### src/design/exec_pkg.sv
package exec_pkg;

    localparam int xlen = 32;
    localparam int reg_addr_w = 5;
    localparam int ram_words = 256;
    localparam int ram_addr_w = 8;
    localparam int wait_cnt_w = 8;

    // alu control codes, sub and the two compares also resolve branches
    localparam int alu_op_w = 4;
    localparam logic [alu_op_w-1:0] alu_add = 4'b0000;
    localparam logic [alu_op_w-1:0] alu_sub = 4'b0001;
    localparam logic [alu_op_w-1:0] alu_and = 4'b0010;
    localparam logic [alu_op_w-1:0] alu_or = 4'b0011;
    localparam logic [alu_op_w-1:0] alu_sltu = 4'b0100;
    localparam logic [alu_op_w-1:0] alu_slt = 4'b0101;
    localparam logic [alu_op_w-1:0] alu_xor = 4'b0110;
    localparam logic [alu_op_w-1:0] alu_sll = 4'b0111;
    localparam logic [alu_op_w-1:0] alu_srl = 4'b1000;
    localparam logic [alu_op_w-1:0] alu_sra = 4'b1001;

    localparam int fwd_w = 2;
    localparam logic [fwd_w-1:0] fwd_reg = 2'b00;
    localparam logic [fwd_w-1:0] fwd_wb = 2'b01;
    localparam logic [fwd_w-1:0] fwd_mem = 2'b10;

    localparam int res_w = 2;
    localparam logic [res_w-1:0] res_alu = 2'b00;
    localparam logic [res_w-1:0] res_mem = 2'b01;
    localparam logic [res_w-1:0] res_pc4 = 2'b10;

    // memory fsm states
    localparam int st_w = 2;
    localparam logic [st_w-1:0] st_idle = 2'b00;
    localparam logic [st_w-1:0] st_bus = 2'b01;
    localparam logic [st_w-1:0] st_done = 2'b10;

    // alu result seen as a data word or as a ram address
    typedef union packed {
        logic [xlen-1:0] word;
        struct packed {
            logic [xlen-ram_addr_w-3:0] tag;
            logic [ram_addr_w-1:0] index;
            logic [1:0] offset;
        } addr;
    } exec_result_u;

endpackage

### src/design/hazard_unit.sv
`timescale 1ns/100ps

module hazard_unit (
    input  logic [exec_pkg::reg_addr_w-1:0] rs1,
    input  logic [exec_pkg::reg_addr_w-1:0] rs2,
    input  logic                            in_valid,
    input  logic                            mem_valid,
    input  logic [exec_pkg::reg_addr_w-1:0] mem_rd,
    input  logic                            mem_reg_write,
    input  logic                            mem_is_load,
    input  logic                            wb_valid,
    input  logic [exec_pkg::reg_addr_w-1:0] wb_rd,
    input  logic                            wb_reg_write,
    output logic [exec_pkg::fwd_w-1:0]      fwd_a,
    output logic [exec_pkg::fwd_w-1:0]      fwd_b,
    output logic                            load_stall
);

    logic mem_writes;
    logic wb_writes;

    // x0 never forwards
    assign mem_writes = mem_valid && mem_reg_write && (mem_rd != '0);
    assign wb_writes = wb_valid && wb_reg_write && (wb_rd != '0);

    // mem stage wins over write-back; a load in mem stalls instead
    always_comb begin
        fwd_a = exec_pkg::fwd_reg;
        fwd_b = exec_pkg::fwd_reg;
        if (mem_writes && !mem_is_load && mem_rd == rs1) fwd_a = exec_pkg::fwd_mem;
        else if (wb_writes && wb_rd == rs1) fwd_a = exec_pkg::fwd_wb;
        if (mem_writes && !mem_is_load && mem_rd == rs2) fwd_b = exec_pkg::fwd_mem;
        else if (wb_writes && wb_rd == rs2) fwd_b = exec_pkg::fwd_wb;
    end

    assign load_stall = in_valid && mem_writes && mem_is_load && (mem_rd == rs1 || mem_rd == rs2);

endmodule

### config.mk
export PLATFORM = sky130hd
export DESIGN_NAME = hazard_unit
export DESIGN_NICKNAME = d
export VERILOG_FILES = /design/src/design/exec_pkg.sv /design/src/design/hazard_unit.sv
export SDC_FILE = /design/constraint.sdc
export NUM_CORES = 1
export LEC_CHECK = 0
export BUFFER_PORTS_ARGS = -buffer_cell sky130_fd_sc_hd__buf_2
export CAP_MARGIN = 20
export CORE_AREA = 2 2 39 41
export DETAILED_ROUTE_END_ITERATION = 8
export DIE_AREA = 0 0 41 43
export PLACE_DENSITY_LB_ADDON = 0.25
export SYNTH_ARGS = -nofsm -noshare
export SYNTH_HDL_FRONTEND = slang
export SYNTH_SLANG_ARGS = --single-unit
### constraint.sdc
create_clock -name vclk -period 3.64
set_input_delay 0.364 -clock vclk [all_inputs]
set_output_delay 0.364 -clock vclk [all_outputs]
set_load 0.05 [all_outputs]
==> flow_summary.toml, run 1 <==
[global_route]
grtUsageTotal_pct = 9.99
grt_max_degree = 5
grt_overflow_total = 0
antenna_found_initial = 0
grt_pass1_vias = 322
grt_pass1_wl_um = 1300

[sta]
slew_headroom_pct = 73.5
worst_pin_slew_ps = 394
setup_viol = 0
fmax_mhz = 445
final.setup.tns_ps = 0
slew_violations = 0
hold_viol_final = 0
fin_crit_ps = 2250
timing.final.crit_share_pct = 61.8
grt_setup_unrepaired = "false"

[status]
status = "completed"

[routing]
first_pass_iters = 1
wl_per_cell_um = 10.5
drc = 0
drt-initial-drc-count = 0
vias = 376
vias_per_cell = 4.42
routed_wl_um = 895
ant_nets = 0

[critical_path]
setup.worst_path.end_class = "output port"
arrival_ps = 1880
cp_max_fo = 3
criticalPathCategory = "primary input to output port"
required_ps = 3280
start_kind = "primary input"

[final_layout]
antenna_cells = 0
clockBufferCount = 0
nets = 97
regArea_um2 = 0
multi_input_area_um2 = 309
nFlopsAndLatches = 0
post-route-cell-area_um2 = 488
fin_cells = 85
drive_above_1_share_pct = 50.7
nFillCells = 162
area_growth_pct = 56.0

[logic_synthesis]
ys_top_cells_by_count = "14 x xor2_1, 6 x xnor2_1, 3 x or4_1"
synth_area_leaders = "xor2_1 39%, xnor2_1 17%, nor4_2 8.0%"
avgSynthCellArea_um2 = 8.23
ys_warn_count = 0
yosysTopAreaCell = "xor2_1"
synth_area_um2 = 313
synth_nets = 64
synthCells = 38
synth_most_common_cell = "xor2_1"
synth_cell_type_count = 14
synth_seq_area_share_pct = 0
yosysTopAreaCellShare_pct = 39.2

[pwr]
combPwrFrac_pct = 100.0
p_switching_mw = 0.0241
internal_power_mw = 0.0237
peakVddDrop_mv = 0.0300
clockPowerShare_pct = 0
seqPwrFrac_pct = 0
swShare_pct = 50.4
power.density_nw_per_um2 = 98.0
leakage_nw = 0.224

[die]
dieArea_um2 = 1760
die_h_um = 43
die_w_um = 41
io_pins = 31
core_um2 = 1380
rows = 14
start_util_pct = 22.6

[worst_hold_path]
hold_depth = 4
hold_path_class = "primary input to output port"

[placed_design]
place_area_um2 = 488
port-buffer-count = 31
dp.cells = 85
routabilityCongestion = 0.715
dp.final_hpwl_um = 846

[clocking]
cts_setup_buffers = 0
ctsHoldBuffers = 0
cts_resized = 0

[job]
cap_viol_max_count = 0
worst max-delay path, stage by stage:
cell	delay, ps
buf_2	120
or4_4	540
o2111ai_2	200
nor4_1	110
nor4_2	250
buf_2	290
power groups by stage:
stage	clock network, mW	logic, mW	registers, mW
floorplan	0	0.0226	0
global placement	0	0.0488	0
detailed placement	0	0.0482	0
CTS	0	0.0486	0
global route	0	0.0529	0
finish	0	0.0478	0
per-stage QoR:
stage / hold WS [ps] / worst slack, ps / power, mW / utilization (%)
finish: 1150 / 1390 / 0.0478 / 35.3
global route: 1180 / 1300 / 0.0529 / 35.3
CTS: 1160 / 1360 / 0.0486 / 35.3
detailed placement: 1150 / 1360 / 0.0482 / 35.3
global placement: 1150 / 1390 / 0.0488 / 35.3
floorplan: 968 / 514 / 0.0226 / -
cell usage in the layout (no fill, tap or decap), drive strengths merged:
cell,instances
o211ai,1
nand3,2
xor2,14
inv,1
a211oi,1
xnor2,6
or4,4
buf,31
nor4,4
nor2,1
nand4,1
or3,2
o2111ai,1
cell type report:
| class | instances | share of cell area, % |
|---|---|---|
| Tap cell | 16 | 4.10 |
| Inverter | 1 | 0.769 |
| Timing Repair Buffer | 31 | 31.8 |
| Multi-Input combinational cell | 37 | 63.3 |
metal layers:
metal  vias to the layer above  global-route usage, %  part of all wire, %
met2                        16                   16.6                   46
met3                         0                      0                   11
li1                        204                      -                    -
met1                       156                   14.9                   43
met4                         0                      0                    0
met5                         -                      0                    0
path summary, 6_finish.rpt:
path | from | endpoint | slack, ps
worst min-delay path | in_valid | load_stall | 1150
worst max-delay path | mem_rd[3] | fwd_b[0] | 1390
cells by family (layout without fill, tap and decap cells):
kind of cell / Yosys count / count (layout) / synth area share [%]
buffers and inverters: 1 / 32 / 1.20
and+or+nand+nor: 14 / 14 / 33.2
xor gates and xnor gates: 20 / 20 / 56.0
AOI/OAI and AO/OA: 3 / 3 / 9.60
(Power assumes the default switching activity.)
==> run 2: changes to the inputs <==
ABC_AREA = 1   (was unset)
clock period = 1.9 ns   (was 3.64 ns; I/O delays follow)
==> run 2 against run 1 <==
Compared with the run above:
- via count grew 52%
- synthesized cell count grew 130%
- area after synthesis grew 25%
- die area is the same
- total power grew 120%
- setup slack lost 810 ps
- first-iteration DRC count grew 5
- final cell count grew 58%
- non-clock buffer count is the same
- utilization grew 5.7 points
- largest power group unchanged
- critical path depth grew 2
==> flow_summary.toml, run 2 <==
[logic_synthesis]
synthCells = 87
ys_top_cells_by_count = "39 x nand2_1, 14 x inv_1, 12 x nor2_1"
yosysTopAreaCellShare_pct = 37.4
synth_most_common_cell = "nand2_1"
yosysTopAreaCell = "nand2_1"
ys_warn_count = 0
synth_area_leaders = "nand2_1 37%, inv_1 13%, xnor2_1 13%"
synth_nets = 113
avgSynthCellArea_um2 = 4.50
synth_seq_area_share_pct = 0
synth_area_um2 = 392
synth_cell_type_count = 11

[pwr]
swShare_pct = 54.8
internal_power_mw = 0.0481
clockPowerShare_pct = 0
p_switching_mw = 0.0584
leakage_nw = 0.376
seqPwrFrac_pct = 0
combPwrFrac_pct = 100.0
peakVddDrop_mv = 0.0727
power.density_nw_per_um2 = 188

[worst_hold_path]
hold_path_class = "primary input to output port"
hold_depth = 4

[routing]
first_pass_iters = 4
vias = 571
drt-initial-drc-count = 5
routed_wl_um = 1120
vias_per_cell = 4.26
drc = 0
wl_per_cell_um = 8.39
ant_nets = 0

[final_layout]
nets = 146
area_growth_pct = 44.7
nFillCells = 151
drive_above_1_share_pct = 30.5
clockBufferCount = 0
utilization_pct = 41.0
layout_commonest_cell = "nand2_1"
final_cell_mix = "39 x nand2_1, 31 x buf_2, 14 x inv_1, 12 x nor2_1, 6 x xnor2_1"
antenna_cells = 0
fin_cells = 134
nFlopsAndLatches = 0
regArea_um2 = 0

[die]
die_h_um = 43
core_um2 = 1380
dieArea_um2 = 1760
io_pins = 31
die_w_um = 41
start_util_pct = 28.3
rows = 14

[status]
status = "completed"

[critical_path]
required_ps = 1710
start_kind = "primary input"
setup.worst_path.end_class = "output port"
arrival_ps = 1130
cp_max_fo = 3
criticalPathCategory = "primary input to output port"

[placed_design]
dp.final_hpwl_um = 1030
dp.cells = 134
port-buffer-count = 31
routabilityCongestion = 0.767

[global_route]
antenna_found_initial = 0
grt_max_degree = 5
grt_pass1_wl_um = 1660
grt_pass1_vias = 444
grt_overflow_total = 0
grtUsageTotal_pct = 12.7

[clocking]
cts_setup_buffers = 0
cts_resized = 0
ctsHoldBuffers = 0

[sta]
fmax_mhz = 759
fin_crit_ps = 1320
setup_viol = 0
grt_setup_unrepaired = "false"
hold_viol_final = 0
final.setup.tns_ps = 0
slew_headroom_pct = 83.4
worst_pin_slew_ps = 250
slew_violations = 0
timing.final.crit_share_pct = 69.4
whs_ps = 802

[job]
cap_viol_max_count = 0
[run 2: cell count changes after synthesis, moves of 4 or more]
cell,before,now
inv_1,1,14
nand2_1,0,39
nand4_1,1,5
nor2_1,1,12
xor2_1,14,2
[run 2: logic make-up after synthesis]
family,share of synthesized area (%)
AO/OA/AOI/OAI,1.28
XOR/XNOR,17.9
buffers and inverters,16.3
AND/OR/NAND/NOR,64.5
[run 2: power groups by stage]
stage	Combinational (mW)	Sequential [mW]	Clock (mW)
2_1_floorplan	0.0579	0	0
3_3_place_gp	0.106	0	0
3_5_place_dp	0.107	0	0
4_1_cts	0.108	0	0
5_1_grt	0.121	0	0
6_report	0.106	0	0
[run 2: metrics by stage]
step / cell area, um2 / power [mW] / worst slack (ps)
finish: 567 / 0.106 / 582
global route: 567 / 0.121 / 478
CTS: 567 / 0.108 / 591
detailed placement: 567 / 0.107 / 591
global placement: 567 / 0.106 / 598
floorplan: 392 / 0.0579 / 383
[run 2: per-layer routing]
metal | vias up | part of all wire, % | global-route usage [%]
met2 | 15 | 48 | 23.1
met5 | - | 0 | 0
li1 | 322 | - | -
met4 | 0 | 0 | 0
met1 | 234 | 47 | 16.8
met3 | 0 | 4.4 | 0
[run 2: path summary, 6_finish.rpt]
kind | slack, ps | end | start
worst max-delay path | 580 | load_stall | mem_rd[2]
worst min-delay path | 800 | load_stall | in_valid
[run 2: final cells by class]
class	count	area (um2)	area share [%]
timing repair buffer	31	155	27.4
tap	16	20.0	3.53
inverter	17	63.8	11.3
multi-input combinational	70	328	57.8
[run 2: worst max-delay path, stage by stage]
cell	delay, ps
buf_2	100
inv_1	60
nand2_1	60
nand2_1	40
nor2_1	110
nand3_1	120
a21oi_1	170
buf_2	280
