--- config.mk ---
export PLATFORM = sky130hd
export DESIGN_NAME = mem_access_fsm
export DESIGN_NICKNAME = d
export VERILOG_FILES = /design/src/design/exec_pkg.sv /design/src/design/mem_access_fsm.sv
export SDC_FILE = /design/constraint.sdc
export NUM_CORES = 1
export LEC_CHECK = 0
export BUFFER_PORTS_ARGS = -buffer_cell sky130_fd_sc_hd__buf_2
export CORE_AREA = 2 2 71 73
export DETAILED_ROUTE_END_ITERATION = 8
export DIE_AREA = 0 0 73 75
export HOLD_SLACK_MARGIN = 0.06
export PLACE_DENSITY = 0.85
export SYNTH_ARGS = -nofsm -noshare
export SYNTH_HDL_FRONTEND = slang
export SYNTH_SLANG_ARGS = --single-unit
--- constraint.sdc ---
create_clock -name clk -period 6.5 [get_ports clk]
set_input_delay 0.65 -clock clk [delete_from_list [all_inputs] [get_ports clk]]
set_output_delay 0.65 -clock clk [all_outputs]
set_load 0.1 [all_outputs]
--- src/design/exec_pkg.sv ---
package exec_pkg;

    localparam int xlen = 32;
    localparam int reg_addr_w = 5;
    localparam int ram_words = 256;
    localparam int ram_addr_w = 8;
    localparam int wait_cnt_w = 8;

    // alu control codes, sub and the two compares also resolve branches
    localparam int alu_op_w = 4;
    localparam logic [alu_op_w-1:0] alu_add = 4'b0000;
    localparam logic [alu_op_w-1:0] alu_sub = 4'b0001;
    localparam logic [alu_op_w-1:0] alu_and = 4'b0010;
    localparam logic [alu_op_w-1:0] alu_or = 4'b0011;
    localparam logic [alu_op_w-1:0] alu_sltu = 4'b0100;
    localparam logic [alu_op_w-1:0] alu_slt = 4'b0101;
    localparam logic [alu_op_w-1:0] alu_xor = 4'b0110;
    localparam logic [alu_op_w-1:0] alu_sll = 4'b0111;
    localparam logic [alu_op_w-1:0] alu_srl = 4'b1000;
    localparam logic [alu_op_w-1:0] alu_sra = 4'b1001;

    localparam int fwd_w = 2;
    localparam logic [fwd_w-1:0] fwd_reg = 2'b00;
    localparam logic [fwd_w-1:0] fwd_wb = 2'b01;
    localparam logic [fwd_w-1:0] fwd_mem = 2'b10;

    localparam int res_w = 2;
    localparam logic [res_w-1:0] res_alu = 2'b00;
    localparam logic [res_w-1:0] res_mem = 2'b01;
    localparam logic [res_w-1:0] res_pc4 = 2'b10;

    // memory fsm states
    localparam int st_w = 2;
    localparam logic [st_w-1:0] st_idle = 2'b00;
    localparam logic [st_w-1:0] st_bus = 2'b01;
    localparam logic [st_w-1:0] st_done = 2'b10;

    // alu result seen as a data word or as a ram address
    typedef union packed {
        logic [xlen-1:0] word;
        struct packed {
            logic [xlen-ram_addr_w-3:0] tag;
            logic [ram_addr_w-1:0] index;
            logic [1:0] offset;
        } addr;
    } exec_result_u;

endpackage

--- src/design/mem_access_fsm.sv ---
`timescale 1ns/100ps

module mem_access_fsm (
    input  logic                            clk,
    input  logic                            reset,
    input  logic                            mem_valid,
    input  logic                            mem_read,
    input  logic                            mem_write,
    input  exec_pkg::exec_result_u          addr,
    input  logic [exec_pkg::xlen-1:0]       store_data,
    output logic                            mem_done,
    output logic [exec_pkg::xlen-1:0]       load_data,
    output logic                            misaligned_error,
    output logic                            cyc,
    output logic                            stb,
    output logic                            we,
    output logic [exec_pkg::ram_addr_w-1:0] adr,
    output logic [exec_pkg::xlen-1:0]       dat_w,
    output logic [3:0]                      sel,
    input  logic [exec_pkg::xlen-1:0]       dat_r,
    input  logic                            ack
);

    logic [exec_pkg::st_w-1:0] state;
    logic start;
    logic bad_addr;

    assign start = mem_valid && (mem_read || mem_write);
    assign bad_addr = (addr.addr.offset != '0) || (addr.addr.tag != '0);

    always_ff @(posedge clk) begin
        if (reset) begin
            state <= exec_pkg::st_idle;
            misaligned_error <= 1'b0;
        end else begin
            case (state)
                exec_pkg::st_idle: begin
                    if (start && bad_addr) begin
                        misaligned_error <= 1'b1;
                        state <= exec_pkg::st_done;
                    end else if (start) begin
                        state <= exec_pkg::st_bus;
                    end
                end
                exec_pkg::st_bus: if (ack) state <= exec_pkg::st_done;
                default: state <= exec_pkg::st_idle;
            endcase
        end
    end

    // refused load reads back as zero
    always_ff @(posedge clk) begin
        if (state == exec_pkg::st_bus && ack) load_data <= dat_r;
        else if (state == exec_pkg::st_idle && start && bad_addr) load_data <= '0;
    end

    // bus fields come from the exec/mem register, held until done
    assign cyc = (state == exec_pkg::st_bus);
    assign stb = cyc;
    assign we = mem_write;
    assign adr = addr.addr.index;
    assign dat_w = store_data;
    assign sel = 4'hf;
    assign mem_done = (state == exec_pkg::st_done);

    // cycle ends right after ack
    assert property (@(posedge clk) disable iff (reset) ack |=> !cyc);
    assert property (@(posedge clk) disable iff (reset) stb && !ack |=> $stable(adr));

endmodule

==> flow_metrics.tcl, run 1 <==
set metrics [dict create \
    power.total_uw 554.4 \
    ios 183 \
    grt_antenna_before_repair 0 \
    fp.dieH_um 75 \
    ys_types 20 \
    dp_cells 246 \
    grtUsageTotal 0.1385 \
    drtIter0Drc 42 \
    pre_cts_ws_ns 3.576 \
    syn_inst 141 \
    yosysTopAreaCell "edfxtp_1" \
    clock.fmax_mhz 389.6 \
    overflow 0 \
    cts_tree "yes" \
    syn-mean-instance-area_um2 12.41 \
    reg2reg_to "load_data[3]$_SDFFCE_PN0P_" \
    clkTransAtPathRegs_ns 0.07 \
    synthMuxAreaShare 0 \
    viasPerCell 4.524 \
    clockBufferDepth 2 \
    final.min_clock_period_ns 2.567 \
    arrival_ns 2.47 \
    post_layout_nonfiller_instances 254 \
    synth_area_um2 1750 \
    synth-simple-area-share 0.1851 \
    ys_ff_latch 35 \
    drt-pass1-iter-count 4 \
    synth_fa_ha_area_frac 0 \
    numCtsBuffers 5 \
    min_path_type "flip-flop to flip-flop" \
    period_share 0.3949 \
    fin_setup_tns_ns 0 \
    synth_xor_area_frac 0 \
    remaining_drc_errors 0 \
    routedWlPerCell_um 15.60 \
    clkLatencyLatePin_ns 0.28 \
    rows 25 \
    outcome "finished, final reports clean" \
    die_w_um 73 \
    vias 1149 \
    clock_skew_ns 0.003855 \
    wl_um 3963 \
    synth_top_family_by_area "buffers and inverters" \
    synth_edf_count 32 \
    start_kind "primary input" \
    die_area_um2 5475 \
    slew_viol_final 0 \
    slew_headroom 0.3715 \
    place.gp.congestion 0.7683 \
    port_buffers 98 \
    r2r_slack_ns 4.02 \
    core_um2 4661 \
    cp-end-kind "flip-flop" \
    rsz0062_at_grt "no" \
    worstMarginPinSlew_ns 0.9406 \
    netlist.area_leader.share 0.5490 \
    grt_max_degree 35 \
    synth_compound_area_frac 0.02287 \
    leakage_uw 0.0009788 \
    first_global_vias 1032 \
    peakVddDrop_mv 0.09861 \
    yosysWarnings 0 \
    r2r_cells 3 \
    ant_nets 0 \
    yosysSeqAreaShare 0.5833 \
    htreeDepth 2 \
    ys_top_cells_by_count "buf_4, and2_1, edfxtp_1" \
    crit_fanout 34 \
    cts.sinks 35 \
    finalSetupViolCount 0 \
    path_class "primary input to flip-flop" \
    cts_hold_buffers 0 \
    cp_data_required_time_ns 6.40 \
    cap_viol_max_count 0 \
    hold_violations 0 \
    layout_setup_ws_ns 3.933 \
    cts_resized 0 \
    synthArstFlopShare 0 \
    start_util 0.3756 \
    diodes 0 \
    reg2reg_from "state[1]$_SDFFE_PP0P_" \
    grt_pass1_wl_um 5347 \
    post-dp-hpwl_um 3284 \
    nNetsFinal 301 \
    hold_end "misaligned_error$_SDFFE_PP0P_" \
    area_growth_pct 18.94 \
    cts_setup_buffers 0 \
    ys.flop_type "edfxtp_1" \
    synth.area.top_cells "edfxtp_1, buf_4, and2_1" \
    yosys.cell_count.top_type "buf_4" \
    pwr_density_cell_nw_per_um2 266.3 \
    min-delay-start "misaligned_error$_SDFFE_PP0P_" \
    drive_gt1_frac 0.5550 \
    cts_root_buf "clkbuf_8" \
    holdPathStages 2 \
]
## per-stage QoR
stage               utilization  hold WS [ns]  cell area, µm²
floorplan                     -        0.6116            1762
global placement         0.4226        0.5235            1969
detailed placement       0.4226        0.5356            1969
CTS                      0.4467        0.5454            2082
global route             0.4467        0.5737            2082
finish                   0.4467        0.5494            2082
## registers in the layout, summed over array words and instances, names as in the netlist
name              cells
load_data            32
misaligned_error      1
state                 2
## layout make-up
class / count / area (µm²)
fillers: 426 / 2579
clock inverters: 3 / 43.79
repair buffers: 98 / 490.5
flip-flops and latches: 35 / 1021
well taps: 54 / 67.56
clock buffers: 5 / 68.82
multi-input cells: 59 / 390.4
## critical path, stage by stage
cell and delay [ns]:
buf_2 0.09, and3b_1 0.72, a21oi_1 0.21, a21oi_4 0.77
## how the worst max path moves through the flow
| stage | startpoint | end | slack (ns) |
|---|---|---|---|
| 3_5_place_dp | ack | load_data[18]$_SDFFCE_PN0P_ | 3.58 |
| 5_1_grt | ack | load_data[9]$_SDFFCE_PN0P_ | 3.65 |
| 6_report | ack | load_data[3]$_SDFFCE_PN0P_ | 3.93 |
| 4_1_cts | ack | load_data[10]$_SDFFCE_PN0P_ | 3.86 |
| 3_3_place_gp | ack | load_data[22]$_SDFFCE_PN0P_ | 3.72 |
| 2_1_floorplan | mem_valid | load_data[0]$_SDFFCE_PN0P_ | 3.43 |
## report_power, final
part	switching, µW	internal (µW)
Combinational	89.1	21.0
Clock	74.0	114
Sequential	2.39	254
## layer usage
metal	vias up	routed length, µm	track usage
met1	479	1335	0.1267
met5	-	0	0.03704
li1	547	-	-
met4	0	76	0.06584
met2	111	1970	0.2272
met3	12	580	0.1004
## cell families after synthesis
kind of cell,after synthesis
flip-flops,35
other,1
buffers and inverters,50
AND/OR/NAND/NOR,49
AO/OA/AOI/OAI,6
## placed cells by master, fill, tap and decap left out, types with 3 or more instances in the layout
master	netlist	layout
dfxtp_1	3	3
edfxtp_1	32	32
clkbuf_8	0	5
conb_1	1	4
buf_2	1	98
and2_1	32	32
nor2b_1	3	3
nor4_1	4	4
(Power assumes the default switching activity.)
==> inputs of run 2 (changes only) <==
--- a/config.mk
+++ b/config.mk
@@ -6,11 +6,11 @@
 export NUM_CORES = 1
 export LEC_CHECK = 0
 export BUFFER_PORTS_ARGS = -buffer_cell sky130_fd_sc_hd__buf_2
-export CORE_AREA = 2 2 71 73
+export CORE_AREA = 2 2 77 79
 export DETAILED_ROUTE_END_ITERATION = 8
-export DIE_AREA = 0 0 73 75
+export DIE_AREA = 0 0 79 81
 export HOLD_SLACK_MARGIN = 0.06
-export PLACE_DENSITY = 0.85
+export PLACE_DENSITY = 0.76
 export SYNTH_ARGS = -nofsm -noshare
 export SYNTH_HDL_FRONTEND = slang
 export SYNTH_SLANG_ARGS = --single-unit
==> constraint.sdc (replaced) <==
create_clock -name clk -period 2.08 [get_ports clk]
set_input_delay 0.208 -clock clk [delete_from_list [all_inputs] [get_ports clk]]
set_output_delay 0.208 -clock clk [all_outputs]
set_load 0.1 [all_outputs]
==> run 2 against run 1 <==
Sequential power increased to 3.1 times the previous value; clock-buffer cell count increased by 2; cell count increased by 9.4%; total power rose to 2.9 times the previous value; register-to-register slack got worse by 3.7 ns; critical path type is now flip-flop to flip-flop.
==> flow_metrics.tcl, run 2 (same netlist as run 1, synthesis figures left out) <==
set metrics [dict create \
    die_area_um2 6399 \
    grt_pass1_wl_um 5554 \
    overflow 0 \
    leakage_uw 0.0009771 \
    period_share 0.8655 \
    arrival_ns 1.72 \
    fp.dieH_um 81 \
    dr_wl_met2_um 1919 \
    routedWlPerCell_um 14.10 \
    rsz0062_at_grt "no" \
    port_buffers 98 \
    dr.max_layer_used "met4" \
    min-delay-start "reset" \
    vias 1178 \
    reg.largest.list "load_data x32, state x2, misaligned_error x1" \
    p_sw_frac 0.3212 \
    final_common_cell "buf_2" \
    grtUsageTotal 0.1145 \
    layout_common_cells "buf_2, and2_1, edfxtp_1, clkbuf_8" \
    crit_fanout 16 \
    largest_reg_flops 32 \
    nNetsFinal 304 \
    remaining_drc_errors 0 \
    min_path_type "primary input to flip-flop" \
    hold_end "misaligned_error$_SDFFE_PP0P_" \
    core_um2 5675 \
    viasPerCell 4.237 \
    cts_resized 0 \
    holdPathStages 2 \
    diodes 0 \
    p_seq_frac 0.497 \
    start_util 0.3084 \
    cp-end-kind "flip-flop" \
    peakVddDrop_mv 0.3364 \
    r2r_cells 3 \
    start_kind "flip-flop" \
    cts_setup_buffers 0 \
    ios 183 \
    finalSetupViolCount 0 \
    cts_tree "yes" \
    pwr-share-comb 0.216 \
    fillers 577 \
    grt_antenna_before_repair 0 \
    numCtsBuffers 5 \
    clockBufferDepth 2 \
    drt-pass1-iter-count 2 \
    cts_hold_buffers 0 \
    p_sw_uw 518.2 \
    reg2reg_from "state[1]$_SDFFE_PP0P_" \
    rows 28 \
    ant_nets 0 \
    power.total_uw 1613 \
    pwr_density_cell_nw_per_um2 764.3 \
    slew_headroom 0.6017 \
    cts.sinks 35 \
    met1_length_um 1389 \
    drtIter0Drc 40 \
    clock.fmax_mhz 555.5 \
    first_global_vias 1147 \
    r2r_slack_ns 0.28 \
    path_class "flip-flop to flip-flop" \
    slew_viol_final 0 \
    power_frac_clock 0.287 \
    cts_root_buf "clkbuf_8" \
    hold_violations 0 \
    cap_viol_max_count 0 \
    place.gp.congestion 0.6384 \
    reg2reg_to "load_data[15]$_SDFFCE_PN0P_" \
    clkTransAtPathRegs_ns 0.07 \
    worstMarginPinSlew_ns 0.5975 \
    fin_setup_tns_ns 0 \
    cp_data_required_time_ns 2.00 \
    htreeDepth 2 \
    clock_skew_ns 0.004058 \
    top_register "load_data" \
    internal-power_uw 1095 \
    grt_max_degree 33 \
    route.met3.wl_um 486 \
    clkLatencyLatePin_ns 0.28 \
    drive_gt1_frac 0.5567 \
    outcome "finished, final reports clean" \
    die_w_um 79 \
    startpoint "state[1]$_SDFFE_PP0P_" \
    area_growth_pct 20.59 \
    wl_um 3921 \
    final.min_clock_period_ns 1.800 \
    post-dp-hpwl_um 3021 \
]
## run 2: changes by cell type in the layout (fill, tap and decap cells not counted), sizes merged
cell | before | now
bufinv | 1 | 0
a21oi | 3 | 4
buf | 98 | 100
clkinv | 2 | 1
clkbuf | 5 | 7
## run 2: power groups by stage
stage               logic [µW]  registers, µW  clock network (µW)
global route               363            803                 508
finish                     348            801                 464
floorplan                  442           1000                   0
detailed placement         346            817                   0
CTS                        347            802                 472
global placement           345            816                   0
## run 2: cell type report
type	instances	area, µm²	share of cell area
timing repair buffer	100	505.5	0.2395
multi-input combinational	60	409.1	0.1938
sequential	35	1021	0.4837
clock inverter	1	5.005	0.002371
tap	75	93.84	0.04446
clock buffer	7	76.32	0.03616
## run 2: critical path, stage by stage, from the launching register on
cell     delay, ns
dfxtp_1       0.34
nor3b_1       0.34
a21oi_1       0.27
a21oi_4       0.49
## run 2: per-layer routing
layer,global-route usage,vias up
li1,-,552
met1,0.1168,524
met2,0.1941,85
met3,0.05333,17
met4,0.06552,0
met5,0,-
## run 2: stage by stage
| step | setup slack (ns) | instances | area [µm²] | hold WS, ns | util |
|---|---|---|---|---|---|
| floorplan | 0.02702 | 144 | 1768 | 0.2808 | - |
| global route | 0.1040 | 278 | 2111 | 0.1410 | 0.3719 |
| global placement | 0.1121 | 269 | 2013 | 0.4167 | 0.3547 |
| CTS | 0.02389 | 277 | 2095 | 0.1311 | 0.3690 |
| finish | 0.2797 | 278 | 2111 | 0.1308 | 0.3719 |
| detailed placement | 0.04703 | 269 | 2013 | 0.4167 | 0.3547 |
## run 2: worst max path at each step
| stage | endpoint | cells past startpoint |
|---|---|---|
| 2_1_floorplan | load_data[0]$_SDFFCE_PN0P_ | 3 |
| 3_3_place_gp | load_data[25]$_SDFFCE_PN0P_ | 3 |
| 3_5_place_dp | load_data[17]$_SDFFCE_PN0P_ | 3 |
| 4_1_cts | load_data[17]$_SDFFCE_PN0P_ | 3 |
| 5_1_grt | load_data[11]$_SDFFCE_PN0P_ | 3 |
| 6_report | load_data[15]$_SDFFCE_PN0P_ | 3 |
==> inputs of run 3 (changes only) <==
--- a/config.mk
+++ b/config.mk
@@ -6,11 +6,11 @@
 export NUM_CORES = 1
 export LEC_CHECK = 0
 export BUFFER_PORTS_ARGS = -buffer_cell sky130_fd_sc_hd__buf_2
-export CORE_AREA = 2 2 77 79
+export CORE_AREA = 2 2 71 73
 export DETAILED_ROUTE_END_ITERATION = 8
-export DIE_AREA = 0 0 79 81
+export DIE_AREA = 0 0 73 75
 export HOLD_SLACK_MARGIN = 0.06
-export PLACE_DENSITY = 0.76
+export PLACE_DENSITY = 0.85
 export SYNTH_ARGS = -nofsm -noshare
 export SYNTH_HDL_FRONTEND = slang
 export SYNTH_SLANG_ARGS = --single-unit
==> constraint.sdc (replaced) <==
create_clock -name clk -period 2.1 [get_ports clk]
set_input_delay 0.21 -clock clk [delete_from_list [all_inputs] [get_ports clk]]
set_output_delay 0.21 -clock clk [all_outputs]
set_load 0.1 [all_outputs]
==> run 3 against run 2 <==
Total power fell by 2.1%; non-clock buffer count fell by 1; register-to-register slack got worse by 0.10 ns; sequential share of layout area rose by 0.91 points; utilization rose by 7.3 points; critical path depth did not move; final area fell by 1.8%; setup slack got worse by 0.10 ns; combinational power fell by 1%.
==> flow_metrics.tcl, run 3 (same netlist as run 1, synthesis figures left out) <==
set metrics [dict create \
    outcome "finished, final reports clean" \
    post-dp-hpwl_um 3472 \
    dr.max_layer_used "met4" \
    final_common_cell "buf_2" \
    area_growth_pct 18.37 \
    fin_setup_tns_ns 0 \
    peakVddDrop_mv 0.2296 \
    grt_antenna_before_repair 0 \
    leakage_uw 0.0009672 \
    rows 25 \
    slew_headroom 0.4507 \
    grtUsageTotal 0.1439 \
    final.min_clock_period_ns 1.923 \
    cap_viol_max_count 0 \
    port_buffers 98 \
    cts_tree "yes" \
    diodes 0 \
    place_area_um2 1979 \
    cts_resized 0 \
    clock_skew_ns 0.002587 \
    hold_violations 0 \
    final_area_um2 2072 \
    grt_max_degree 33 \
    cts_hold_buffers 0 \
    top_register "load_data" \
    reg.largest.list "load_data x32, state x2, misaligned_error x1" \
    numCtsBuffers 5 \
    place.gp.congestion 0.7045 \
    cp_data_required_time_ns 2.01 \
    remaining_drc_errors 0 \
    final_core_util 0.4446 \
    met1_length_um 1304 \
    die_area_um2 5475 \
    clkTransAtPathRegs_ns 0.06 \
    drive_gt1_frac 0.5545 \
    nNetsFinal 303 \
    start_util 0.3756 \
    wl_um 4267 \
    drtIter0Drc 37 \
    cp-end-kind "flip-flop" \
    worstMarginPinSlew_ns 0.8239 \
    path_class "flip-flop to flip-flop" \
    fp.dieH_um 75 \
    slew_viol_final 0 \
    core_um2 4661 \
    cts_root_buf "clkbuf_8" \
    ios 183 \
    start_kind "flip-flop" \
    die_w_um 73 \
    largest_reg_flops 32 \
    clock.fmax_mhz 520.0 \
    routedWlPerCell_um 16.67 \
    viasPerCell 4.594 \
    grt_pass1_wl_um 5471 \
    pwr_density_cell_nw_per_um2 762.3 \
    cts_setup_buffers 0 \
    crit_fanout 16 \
    clockBufferDepth 2 \
    route.met3.wl_um 688 \
    htreeDepth 2 \
    min_path_type "primary input to flip-flop" \
    clkLatencyLatePin_ns 0.28 \
    drt-pass1-iter-count 4 \
    rsz0062_at_grt "no" \
    arrival_ns 1.83 \
    vias 1176 \
    cts.sinks 35 \
    overflow 0 \
    ant_nets 0 \
    layout_common_cells "buf_2, and2_1, edfxtp_1, clkbuf_8" \
    dr_wl_met2_um 2159 \
    period_share 0.9157 \
    first_global_vias 1078 \
    finalSetupViolCount 0 \
]
-- run 3: changes by cell type in the layout (fill, tap and decap cells not counted), sizes merged --
cell and change:
buf -1, clkbuf -2, clkinvlp +1, clkinv +1
-- run 3: path summary, 6_finish.rpt --
kind | depth (start not counted) | endpoint | slack, ns | startpoint
hold / removal | 2 | state[1]$_SDFFE_PP0P_ | 0.14 | reset
hold reg to reg | 2 | misaligned_error$_SDFFE_PP0P_ | 0.55 | misaligned_error$_SDFFE_PP0P_
setup reg to reg | 3 | load_data[3]$_SDFFCE_PN0P_ | 0.18 | state[1]$_SDFFE_PP0P_
setup / recovery | 3 | load_data[3]$_SDFFCE_PN0P_ | 0.18 | state[1]$_SDFFE_PP0P_
-- run 3: metal layers --
metal  global-route usage  up-vias
met2               0.2462       99
met4              0.08642        0
li1                     -      551
met5                    0        -
met3               0.1071       14
met1               0.1172      512
-- run 3: worst max-delay path, cell delays in order (launching register included) --
cell and delay, ns:
dfxtp_1 0.34, nor3b_1 0.31, a21oi_1 0.24, a21oi_2 0.66
-- run 3: layout make-up --
| class | instances | area (µm²) |
|---|---|---|
| well taps | 54 | 67.56 |
| multi-input cells | 60 | 401.6 |
| flip-flops and latches | 35 | 1021 |
| clock inverters | 3 | 15.01 |
| fillers | 424 | 2589 |
| repair buffers | 99 | 498.0 |
| clock buffers | 5 | 68.82 |
-- run 3: stage by stage --
step	hold WS, ns	cells	total power [µW]	setup WS (ns)
after floorplan	0.2828	144	1431	0.04702
after global placement	0.4207	247	1151	0.1622
after detailed placement	0.4207	247	1152	0.1353
after CTS	0.1215	255	1598	0.1025
after global routing	0.1269	256	1635	0.05793
final	0.1353	256	1579	0.1770
-- run 3: power by group --
part	internal, µW	leakage, µW	switching, µW	total (µW)
registers	786	0.000351	7.85	794
logic	65.6	0.000577	278	344
clock network	224	0.0000392	217	442
