--- src/design/exec_pkg.sv ---
package exec_pkg;

    localparam int xlen = 32;
    localparam int reg_addr_w = 5;
    localparam int ram_words = 256;
    localparam int ram_addr_w = 8;
    localparam int wait_cnt_w = 8;

    // alu control codes, sub and the two compares also resolve branches
    localparam int alu_op_w = 4;
    localparam logic [alu_op_w-1:0] alu_add = 4'b0000;
    localparam logic [alu_op_w-1:0] alu_sub = 4'b0001;
    localparam logic [alu_op_w-1:0] alu_and = 4'b0010;
    localparam logic [alu_op_w-1:0] alu_or = 4'b0011;
    localparam logic [alu_op_w-1:0] alu_sltu = 4'b0100;
    localparam logic [alu_op_w-1:0] alu_slt = 4'b0101;
    localparam logic [alu_op_w-1:0] alu_xor = 4'b0110;
    localparam logic [alu_op_w-1:0] alu_sll = 4'b0111;
    localparam logic [alu_op_w-1:0] alu_srl = 4'b1000;
    localparam logic [alu_op_w-1:0] alu_sra = 4'b1001;

    localparam int fwd_w = 2;
    localparam logic [fwd_w-1:0] fwd_reg = 2'b00;
    localparam logic [fwd_w-1:0] fwd_wb = 2'b01;
    localparam logic [fwd_w-1:0] fwd_mem = 2'b10;

    localparam int res_w = 2;
    localparam logic [res_w-1:0] res_alu = 2'b00;
    localparam logic [res_w-1:0] res_mem = 2'b01;
    localparam logic [res_w-1:0] res_pc4 = 2'b10;

    // memory fsm states
    localparam int st_w = 2;
    localparam logic [st_w-1:0] st_idle = 2'b00;
    localparam logic [st_w-1:0] st_bus = 2'b01;
    localparam logic [st_w-1:0] st_done = 2'b10;

    // alu result seen as a data word or as a ram address
    typedef union packed {
        logic [xlen-1:0] word;
        struct packed {
            logic [xlen-ram_addr_w-3:0] tag;
            logic [ram_addr_w-1:0] index;
            logic [1:0] offset;
        } addr;
    } exec_result_u;

endpackage

--- src/design/perf_counters.sv ---
`timescale 1ns/100ps

module perf_counters (
    input  logic                      clk,
    input  logic                      reset,
    input  logic                      retire,
    input  logic                      taken,
    output logic [exec_pkg::xlen-1:0] instret,
    output logic [exec_pkg::xlen-1:0] branches_taken
);

    // both stop at all ones
    always_ff @(posedge clk) begin
        if (reset) begin
            instret <= '0;
            branches_taken <= '0;
        end else begin
            if (retire && instret != '1) instret <= instret + 1'b1;
            if (taken && branches_taken != '1) branches_taken <= branches_taken + 1'b1;
        end
    end

endmodule

--- config.mk ---
export PLATFORM = sky130hd
export DESIGN_NAME = perf_counters
export DESIGN_NICKNAME = d
export VERILOG_FILES = /design/src/design/exec_pkg.sv /design/src/design/perf_counters.sv
export SDC_FILE = /design/constraint.sdc
export NUM_CORES = 1
export LEC_CHECK = 0
export BUFFER_PORTS_ARGS = -buffer_cell sky130_fd_sc_hd__buf_2
export CORE_ASPECT_RATIO = 0.6
export CORE_MARGIN = 1.5
export CORE_UTILIZATION = 49
export DETAILED_ROUTE_END_ITERATION = 16
export GPL_ROUTABILITY_DRIVEN = 0
export GPL_TIMING_DRIVEN = 0
export MAX_ROUTING_LAYER = met4
export PLACE_DENSITY = 0.75
export SKIP_LAST_GASP = 1
export SYNTH_ARGS = -nofsm -noshare
export SYNTH_HDL_FRONTEND = slang
export SYNTH_SLANG_ARGS = --single-unit
export TNS_END_PERCENT = 1
--- constraint.sdc ---
create_clock -name clk -period 1.95 [get_ports clk]
set_input_delay 0.2925 -clock clk [delete_from_list [all_inputs] [get_ports clk]]
set_output_delay 0.2925 -clock clk [all_outputs]
set_load 0.01 [all_outputs]
==> impl_metrics.csv, run 1 <==
group,metric,value,unit
yosys,synth.area.top_cells,"dfxtp_1 42%, xor2_1 11%, nor2_1 8.4%, xnor2_1 5.4%, nand4_1 5.1%",
clock_tree,htreeDepth,3,
timing,max_freq,499.1,MHz
drt,vias,2689,
pwr,power_frac_clock,43.1,%
yosys,muxShareOfSynthArea,1.383,%
job,max-cap-violations,0,
min_path,hp-start,"reset",
yosys,synth_ff_type,"dfxtp_1",
drt,drt-pass1-iter-count,4,
clock_tree,clkTransAtPathRegs,0.06,ns
pwr,power,2466,uW
drt,via_per_inst,5.242,
placement,hpwl,5.102,mm
setup_path,startpoint_type,"register",
yosys,synth_nets,347,
yosys,yosysTopAreaCell,"dfxtp_1",
yosys,synth-xor-area-share,15.95,%
clock_tree,cts.sinks,64,
floorplan,io_pins,68,
yosys,synthCells,341,
pwr,p_int,1929,uW
timing,fin_crit,2.004,ns
setup_path,end_kind,"register",
setup_path,cp_max_fo,10,
min_path,hold_class,"primary input to register",
pwr,combPwrFrac,3.1,%
floorplan,die-area,6776,sq um
yosys,ys.warnings.count,0,
yosys,synthArstFlopShare,0,%
finish,nets,430,
drt,drc_errors,0,
clock_tree,clockBufferDepth,2,
global_route,antenna_found_initial,0,
yosys,synth_compound_area_share,2.807,%
floorplan,start_util,50.56,%
setup_path,r2r_start,"branches_taken[16]$_SDFFE_PP0P_",
yosys,avgSynthCellArea,9.019,sq um
global_route,grt.overflow.total,0,
finish,area_growth,22.34,%
setup_path,criticalPathCategory,"register to register",
timing,timing.final.crit_share,102.7,%
setup_path,reg2reg_slack,-0.05,ns
yosys,synth_top_cell_area_share,41.66,%
clock_tree,clkLatencyLatePin,0.33,ns
drt,ant_nets,0,
drt,drtIter0Drc,147,
timing,finalSetupViolations,2,
pwr,power_frac_seq,53.9,%
setup_path,critPathRequiredTime,2.17,ns
outcome,violations,"setup timing",
yosys,synthSimpleGateAreaFrac,34.21,%
timing,hold_violations,0,
clock_tree,postCtsHoldBufs,0,
pwr,switching_share,21.77,%
finish,post-route-util,61.85,%
timing,slew_violations,0,
setup_path,worstPathArrival,2.22,ns
yosys,yosysMostFrequentCell,"nor2_1",
timing,rsz0062_at_grt,"true",
clock_tree,cts_root_buf,"clkbuf_8",
yosys,synth_area,3075,sq um
yosys,synth_commonest_cells,"69 x nor2_1, 64 x dfxtp_1, 37 x xor2_1",
pwr,p_per_area,655.4,nW/um^2
outcome,outcome,"complete, but fails checks",
floorplan,rows,22,
floorplan,die_x,105.3,microns
placement,dp.cells,492,
placement,place_area,3516,sq um
yosys,synth.distinct_cells,45,
yosys,synth_fa_ha_area_share,0.8137,%
setup_path,r2r_end,"branches_taken[29]$_SDFFE_PP0P_",
global_route,grt_max_degree,11,
clock_tree,cts_tree,"built",
finish,design_area,3762,sq um
min_path,min_to,"branches_taken[29]$_SDFFE_PP0P_",
timing,max-slew-margin-rel,67.66,%
placement,portBuffers,67,
pwr,peakVddDrop,0.4144,mV
pwr,leakage,0.001664,uW
yosys,synth_edf_count,0,
timing,worst_slew_pin_slew,0.4806,ns
yosys,synth_top_family_by_area,"simple AND/OR/NAND/NOR gates",
finish,drive_gt1_share,27.97,%
yosys,yosysSeqAreaShare,41.66,%
yosys,ys_seq_elements,64,
min_path,min_path_cells,3,
global_route,grt_pass1_wl,11.76,mm
floorplan,die_h,64.37,microns
setup_path,reg2regPathDepth,7,
floorplan,core-area,6083,sq um
drt,avgRoutedWirePerCell,13.54,microns
pwr,p_sw,536.8,uW
timing,skew,0.007532,ns
timing,finalWorstSetupSlack,-0.05360,ns
finish,num_antenna_cells,0,
global_route,grt_pass1_vias,2389,
finish,stdcell_count,513,
global_route,grt_util_all_layers,22.85,%
timing,worst_hold_slack,0.3271,ns
drt,wl,6.944,mm
clock_tree,cts_buffers,9,
## worst max-delay path by stage
stage	from	endpoint	slack [ns]	cells after the start
final	branches_taken[16]$_SDFFE_PP0P_	branches_taken[29]$_SDFFE_PP0P_	-0.05	7
after global placement	branches_taken[0]$_SDFFE_PP0P_	branches_taken[10]$_SDFFE_PP0P_	-0.08	8
after global routing	branches_taken[16]$_SDFFE_PP0P_	branches_taken[29]$_SDFFE_PP0P_	-0.13	7
after detailed placement	branches_taken[16]$_SDFFE_PP0P_	branches_taken[23]$_SDFFE_PP0P_	-0.1	7
after floorplan	branches_taken[0]$_SDFFE_PP0P_	branches_taken[29]$_SDFFE_PP0P_	0.07	8
after CTS	branches_taken[0]$_SDFFE_PP0P_	branches_taken[29]$_SDFFE_PP0P_	-0.04	8
## state kept, by name, indices dropped and copies added, names as in the netlist
register	cells
instret	32
branches_taken	32
## stage by stage
stage,worst slack (ns),TNS [ns]
finish,-0.05360,-0.09557
global route,-0.1321,-1.563
CTS,-0.04355,-0.2074
detailed placement,-0.09890,-1.005
global placement,-0.08198,-0.7144
floorplan,0.07322,0
## power by group through the flow
| stage | Clock [uW] | Combinational (uW) | Sequential [uW] |
|---|---|---|---|
| after floorplan | 0 | 42.5 | 1360 |
| after global placement | 0 | 73.7 | 1360 |
| after detailed placement | 0 | 75.3 | 1360 |
| after CTS | 1090 | 76.3 | 1330 |
| after global routing | 1150 | 85.7 | 1330 |
| final | 1060 | 75.9 | 1330 |
## what timing repair did
action	CTS	global route
setup endpoints to repair	23	45
setup buffers	3	2
pin swaps	3	0
resized for setup	3	8
## layout make-up
type,instances,area (sq um)
clock buffers,12,135.1
repair buffers,72,372.9
flip-flops and latches,64,1289
clock inverters,4,45.04
well taps,84,105.1
multi-input cells,259,1715
inverters,5,18.77
fillers,568,2321
plain buffers,13,81.33
## placed cells by master (no fill, tap or decap), types with 2 or more instances in the layout
| master | n |
|---|---|
| a21oi_1 | 2 |
| and2_1 | 4 |
| and3_1 | 9 |
| and3_2 | 4 |
| and4_1 | 7 |
| and4_4 | 2 |
| buf_2 | 70 |
| buf_4 | 6 |
| buf_6 | 2 |
| clkbuf_1 | 8 |
| clkbuf_8 | 9 |
| clkinv_2 | 3 |
| dfxtp_1 | 58 |
| dfxtp_2 | 6 |
| inv_1 | 5 |
| mux2_1 | 2 |
| mux2i_1 | 2 |
| nand2_1 | 18 |
| nand3_1 | 20 |
| nand3b_1 | 2 |
| nand4_1 | 25 |
| nand4_2 | 2 |
| nor2_1 | 69 |
| nor2b_1 | 2 |
| nor3_1 | 6 |
| nor3_2 | 2 |
| nor3b_1 | 2 |
| nor4_4 | 2 |
| o21ai_0 | 2 |
| xnor2_1 | 19 |
| xor2_1 | 37 |
## routing by layer
metal	vias up	track usage (%)	routed length (microns)
met4	0	7.534	66
met2	66	30.39	2845
met3	10	5.306	413
met1	1273	33.48	3618
li1	1340	-	-
met5	-	-	0
## worst max-delay path, cell delays in order (launching register included)
cell and delay [ns]:
dfxtp_1 0.48, nand4_1 0.18, and4bb_2 0.37, and3_1 0.18
buf_6 0.15, nor2_4 0.06, nand4_1 0.14, mux2_1 0.33
## logic make-up (layout without fill, tap and decap cells)
group,Yosys count,in the layout
buf+inv,18,106
flops,64,64
xor+xnor,56,56
fa+ha+maj,2,2
simple gates,187,187
compound gates,10,10
mux,4,4
No activity file was read; power rests on OpenSTA's default activity.
==> run 2, diff against run 1 <==
ABC_AREA = 1   (was unset)
CORE_UTILIZATION = 51   (was 49)
PLACE_DENSITY = 0.76   (was 0.75)
==> run 2 against run 1 <==
The run now ends clean. Highest routed layer unchanged. Critical path depth up 2. Fmax up 4.1%. First-iteration DRC count grew to 4.3 times the previous value. Flip-flop and latch count did not move. Wire length increased by 70%.
==> impl_metrics.csv, run 2 <==
group,metric,value,unit
timing,max_freq,519.8,MHz
min_path,hp-start,"taken",
finish,final_common_cell,"nand2_1",
pwr,p_int,2255,uW
clock_tree,clockBufferDepth,2,
yosys,synth_ff_type,"dfxtp_1",
floorplan,die_h,70.37,microns
timing,max-slew-margin-rel,58.33,%
yosys,synth.distinct_cells,29,
yosys,synthCells,620,
setup_path,critPathMaxStageDelay,0.40,ns
floorplan,die_x,115.3,microns
yosys,synth_edf_count,0,
global_route,grt_util_all_layers,30.85,%
drt,wl_met3,1.578,mm
clock_tree,cts_root_buf,"clkbuf_16",
yosys,yosysSeqAreaShare,33.21,%
global_route,grt.overflow.total,0,
yosys,synth_area,3857,sq um
finish,final_cell_mix,"167 x nand2_1, 146 x nor2_1, 69 x buf_2",
yosys,yosysTopAreaCell,"dfxtp_1",
yosys,yosysMostFrequentCell,"nand2_1",
finish,area_growth,19.33,%
floorplan,start_util,52.86,%
timing,finalSetupViolations,0,
pwr,peakVddDrop,0.5641,mV
pwr,leakage,0.001967,uW
setup_path,critPathRequiredTime,2.18,ns
setup_path,end_kind,"register",
pwr,power_frac_clock,50.3,%
drt,wirelength_met1,5.582,mm
setup_path,crit_start,"instret[0]$_SDFFE_PP0P_",
placement,portBuffers,66,
clock_tree,postCtsHoldBufs,0,
yosys,synth_fa_ha_area_share,0.6487,%
timing,skew,0.01086,ns
yosys,synth_commonest_cells,"167 x nand2_1, 149 x nor2_1, 64 x dfxtp_1",
setup_path,criticalPathCategory,"register to register",
setup_path,worstPathArrival,2.15,ns
pwr,p_per_area,645.8,nW/um^2
setup_path,reg2reg_slack,0.03,ns
clock_tree,htreeDepth,3,
yosys,muxShareOfSynthArea,0,%
global_route,antenna_found_initial,0,
finish,reg_top3,"branches_taken (32), instret (32)",
yosys,ys.warnings.count,0,
yosys,synth-xor-area-share,2.043,%
drt,vias,4458,
finish,design_area,4603,sq um
pwr,combPwrFrac,4.5,%
global_route,grt_pass1_vias,3701,
timing,timing.final.crit_share,98.66,%
drt,highest_layer,"met4",
yosys,synth_top_cell_area_share,33.21,%
drt,ant_nets,0,
clock_tree,cts_tree,"built",
floorplan,die-area,8111,sq um
drt,avgRoutedWirePerCell,14.67,microns
pwr,power_frac_seq,45.2,%
floorplan,rows,24,
drt,wl,11.82,mm
setup_path,r2r_start,"instret[0]$_SDFFE_PP0P_",
drt,drtIter0Drc,636,
timing,rsz0062_at_grt,"true",
yosys,synthArstFlopShare,0,%
outcome,outcome,"finished, final reports clean",
placement,hpwl,8.889,mm
finish,nets,703,
drt,met2_length,4.487,mm
yosys,ys_seq_elements,64,
clock_tree,cts.sinks,64,
job,max-cap-violations,0,
clock_tree,clkTransAtPathRegs,0.06,ns
yosys,synthSimpleGateAreaFrac,47.94,%
yosys,synth.area.top_cells,"dfxtp_1 33%, nand2_1 16%, nor2_1 14%, nand3_1 7.7%, inv_1 4.2%",
timing,hold_violations,0,
pwr,switching_share,24.16,%
global_route,grt_max_degree,12,
finish,num_antenna_cells,0,
placement,place_area,4318,sq um
global_route,grt_pass1_wl,18.71,mm
min_path,hold_class,"primary input to register",
setup_path,critPathSlowestCell,"dfxtp_1",
setup_path,critPathBufInv,1,
setup_path,startpoint_type,"register",
floorplan,io_pins,68,
timing,worst_slew_pin_slew,0.6251,ns
floorplan,core-area,7297,sq um
setup_path,cp_cell_sequence,"ha_1, nand2_1, nor2_2, nand2_1, nor2_1, nand3b_1, buf_4, a21oi_1, nor2_1",
yosys,synth_nets,626,
yosys,synth_top_family_by_area,"simple AND/OR/NAND/NOR gates",
finish,drive_gt1_share,17.66,%
pwr,p_sw,718.1,uW
setup_path,critPathTopFamily,"simple AND/OR/NAND/NOR gates",
yosys,avgSynthCellArea,6.222,sq um
yosys,synth_compound_area_share,8.725,%
timing,slew_violations,0,
pwr,power,2973,uW
timing,fin_crit,1.924,ns
clock_tree,cts_buffers,9,
clock_tree,clkLatencyLatePin,0.34,ns
setup_path,cp_max_fo,10,
drt,drc_errors,0,
drt,drt-pass1-iter-count,6,
drt,via_per_inst,5.531,
[run 2: cell types whose count changed in the layout (fill, tap and decap cells not counted), moves of 11 or more]
cell / before / now
a21oi_1: 2 / 31
nor2_1: 69 / 146
nand2_1: 18 / 167
nand3_1: 20 / 59
inv_1: 5 / 43
xnor2_1: 19 / 2
a21oi_2: 0 / 11
xor2_1: 37 / 7
[run 2: path summary, 6_finish.rpt]
kind,end,depth (start not counted)
worst max-delay path,instret[9]$_SDFFE_PP0P_,9
worst min-delay path,branches_taken[24]$_SDFFE_PP0P_,5
worst max register to register,instret[9]$_SDFFE_PP0P_,9
worst min register to register,instret[3]$_SDFFE_PP0P_,2
[run 2: timing repair]
item | in CTS | in global routing
resized for setup | 0 | 5
setup endpoints to repair | 0 | 43
setup buffers | 0 | 0
[run 2: worst min-delay path, delay by kind of cell]
family	cells	cell delay (ns)
simple gates	3	0.19
buf+inv	2	0.18
[run 2: kinds of logic after synthesis]
| logic type | count (synthesis) |
|---|---|
| and+or+nand+nor | 425 |
| DFF | 64 |
| buffers and inverters | 63 |
| AOI/OAI and AO/OA | 57 |
| xor gates and xnor gates | 9 |
| adders and majority gates | 2 |
[run 2: power by group through the flow]
| stage | Sequential (uW) | Clock [uW] | Combinational (uW) |
|---|---|---|---|
| 4_1_cts | 1340 | 1500 | 130 |
| 2_1_floorplan | 1370 | 0 | 81.2 |
| 6_report | 1340 | 1500 | 133 |
| 3_5_place_dp | 1370 | 0 | 129 |
| 5_1_grt | 1340 | 1560 | 148 |
| 3_3_place_gp | 1370 | 0 | 126 |
[run 2: per-layer routing]
layer	vias to the layer above	global-route usage, %
met5	-	-
met3	18	9.549
met1	2027	47.22
met4	0	8.368
met2	257	37.63
li1	2156	-
[run 2: final cells by class]
type / count / area, sq um
Fill cell: 714 / 2694
Multi-Input combinational cell: 493 / 2297
Sequential cell: 64 / 1281
Timing Repair Buffer: 66 / 330.3
Clock buffer: 11 / 242.7
Inverter: 46 / 172.7
Tap cell: 104 / 130.1
Buffer: 17 / 116.4
Clock inverter: 5 / 32.53
[run 2: per-stage QoR]
step / hold WS [ns] / util [%] / TNS (ns) / std cells / setup slack [ns]
2_1_floorplan: 0.5188 / - / 0 / 620 / 0.2506
3_3_place_gp: 0.5033 / 59.17 / 0 / 790 / 0.08128
3_5_place_dp: 0.4984 / 59.17 / 0 / 790 / 0.02301
4_1_cts: 0.3694 / 62.95 / 0 / 806 / 0.009518
5_1_grt: 0.3877 / 63.08 / -0.5613 / 806 / -0.06163
6_report: 0.3717 / 63.08 / 0 / 806 / 0.02621
==> run 3, diff against run 2 <==
clock period = 1.7 ns   (was 1.95 ns; I/O delays follow)
==> run 3 against run 2 <==
The flow now finishes with violations (setup timing). Critical path depth grew 1. Global-route usage grew 0.24 points. Flip-flop and latch count is the same. Total power grew 15%. Core utilization grew 2.9 points. Sequential power grew 15%. Largest cell class unchanged. Fmax grew 12%. Cell area grew 4.5%.
==> impl_metrics.csv, run 3 (synthesis gave the netlist of run 2 again) <==
group,metric,value,unit
timing,worst_slew_pin_slew,0.6192,ns
setup_path,r2r_start,"instret[1]$_SDFFE_PP0P_",
clock_tree,clkLatencyLatePin,0.34,ns
clock_tree,postCtsHoldBufs,0,
finish,area_growth,24.75,%
global_route,grt.overflow.total,0,
min_path,hold_class,"primary input to register",
global_route,grt_util_all_layers,31.09,%
pwr,power,3413,uW
finish,nets,710,
floorplan,die_x,115.3,microns
finish,reg_top3,"branches_taken (32), instret (32)",
setup_path,startpoint_type,"register",
setup_path,worstPathArrival,1.93,ns
finish,post-route-util,65.95,%
drt,drt-pass1-iter-count,5,
clock_tree,clockBufferDepth,2,
clock_tree,htreeDepth,3,
pwr,peakVddDrop,0.6455,mV
timing,rsz0062_at_grt,"true",
setup_path,criticalPathCategory,"register to register",
global_route,grt_pass1_wl,18.85,mm
timing,max-slew-margin-rel,58.72,%
setup_path,reg2reg_slack,-0.01,ns
clock_tree,clkTransAtPathRegs,0.06,ns
timing,hold_violations,0,
drt,avgRoutedWirePerCell,14.98,microns
setup_path,reg2regPathDepth,10,
timing,max_freq,583.8,MHz
setup_path,cp_max_fo,10,
outcome,outcome,"complete, but fails checks",
floorplan,die_h,70.37,microns
finish,stdcell_count,813,
finish,final_cell_mix,"164 x nand2_1, 135 x nor2_1, 69 x buf_2",
drt,drc_errors,0,
global_route,grt_max_degree,12,
outcome,violations,"setup timing",
global_route,grt_pass1_vias,3719,
clock_tree,cts_tree,"built",
timing,slew_violations,0,
timing,fin_crit,1.713,ns
setup_path,critPathRequiredTime,1.92,ns
drt,via_per_inst,5.584,
floorplan,io_pins,68,
finish,drive_gt1_share,25.95,%
setup_path,critPathCapture,"instret[11]$_SDFFE_PP0P_",
finish,num_antenna_cells,0,
clock_tree,cts.sinks,64,
global_route,antenna_found_initial,0,
drt,wl,12.18,mm
clock_tree,cts_root_buf,"clkbuf_16",
setup_path,r2r_end,"instret[11]$_SDFFE_PP0P_",
timing,finalWorstSetupSlack,-0.01289,ns
floorplan,start_util,52.86,%
pwr,leakage,0.002019,uW
floorplan,rows,24,
pwr,p_per_area,709.2,nW/um^2
setup_path,end_kind,"register",
job,max-cap-violations,0,
timing,skew,0.009561,ns
placement,dp.cells,790,
floorplan,die-area,8111,sq um
drt,vias,4540,
clock_tree,cts_buffers,9,
setup_path,crit_start,"instret[1]$_SDFFE_PP0P_",
floorplan,core-area,7297,sq um
finish,final_common_cell,"nand2_1",
timing,finalSetupViolations,6,
placement,portBuffers,66,
drt,ant_nets,0,
placement,hpwl,8.889,mm
drt,drtIter0Drc,690,
timing,timing.final.crit_share,100.8,%
-- run 3: changes by cell type in the layout (fill, tap and decap cells not counted), sizes merged --
cell,delta
buf,+7
-- run 3: worst min path at each step --
stage                                  from                         endpoint  slack, ns  depth (start not counted)
finish                                taken  branches_taken[24]$_SDFFE_PP0P_       0.33                          5
global route                          taken  branches_taken[24]$_SDFFE_PP0P_       0.34                          5
CTS                                   taken  branches_taken[24]$_SDFFE_PP0P_       0.33                          5
detailed placement  instret[3]$_SDFFE_PP0P_          instret[3]$_SDFFE_PP0P_       0.50                          2
global placement    instret[3]$_SDFFE_PP0P_          instret[3]$_SDFFE_PP0P_       0.50                          2
floorplan                             taken  branches_taken[24]$_SDFFE_PP0P_       0.48                          4
-- run 3: through the flow --
stage	hold slack, ns	instance area, sq um	setup TNS (ns)	worst slack [ns]
2_1_floorplan	0.4820	3857	0	0.0005734
3_3_place_gp	0.5033	4318	-4.833	-0.1687
3_5_place_dp	0.4984	4318	-7.402	-0.2270
4_1_cts	0.3319	4647	-0.05516	-0.01189
5_1_grt	0.3418	4812	-1.342	-0.05341
6_report	0.3311	4812	-0.03096	-0.01289
-- run 3: repair_timing --
| action | 4_1_cts | 5_1_grt |
|---|---|---|
| gates resized for setup | 18 | 50 |
| endpoints found under the setup margin | 61 | 62 |
| pin swaps | 2 | 9 |
| buffers inserted | 1 | 6 |
| gates cloned | 0 | 0 |
-- run 3: routing by layer --
metal  GRT usage, %  up-vias  wire, microns
li1               -     2174              -
met1          47.41     2057           5560
met2          38.16      282           4753
met3          9.549       27           1697
met4          8.505        0            170
met5              -        -              0
-- run 3: final cells by class --
cell class	count	area, sq um
Inverter	46	172.7
Clock inverter	5	32.53
Sequential cell	64	1333
Tap cell	104	130.1
Fill cell	676	2485
Clock buffer	11	242.7
Multi-Input combinational cell	493	2399
Timing Repair Buffer	73	382.9
Buffer	17	120.1
-- run 3: power by group --
part           leakage, uW  internal, uW  switching, uW
clock             0.000128          1020            688
sequential        0.000534          1520           27.8
combinational      0.00136          56.2            104
total              0.00202          2590            820
-- run 3: worst max-delay path: stages, from the launching register on --
cell and delay, ns:
dfxtp_2 0.38, ha_4 0.16, nand2_2 0.08, nor2_4 0.16, nand2_2 0.11, nor2_1 0.11, nand2_1 0.08, buf_6 0.16
buf_6 0.15, a31oi_1 0.14, nor2_1 0.05
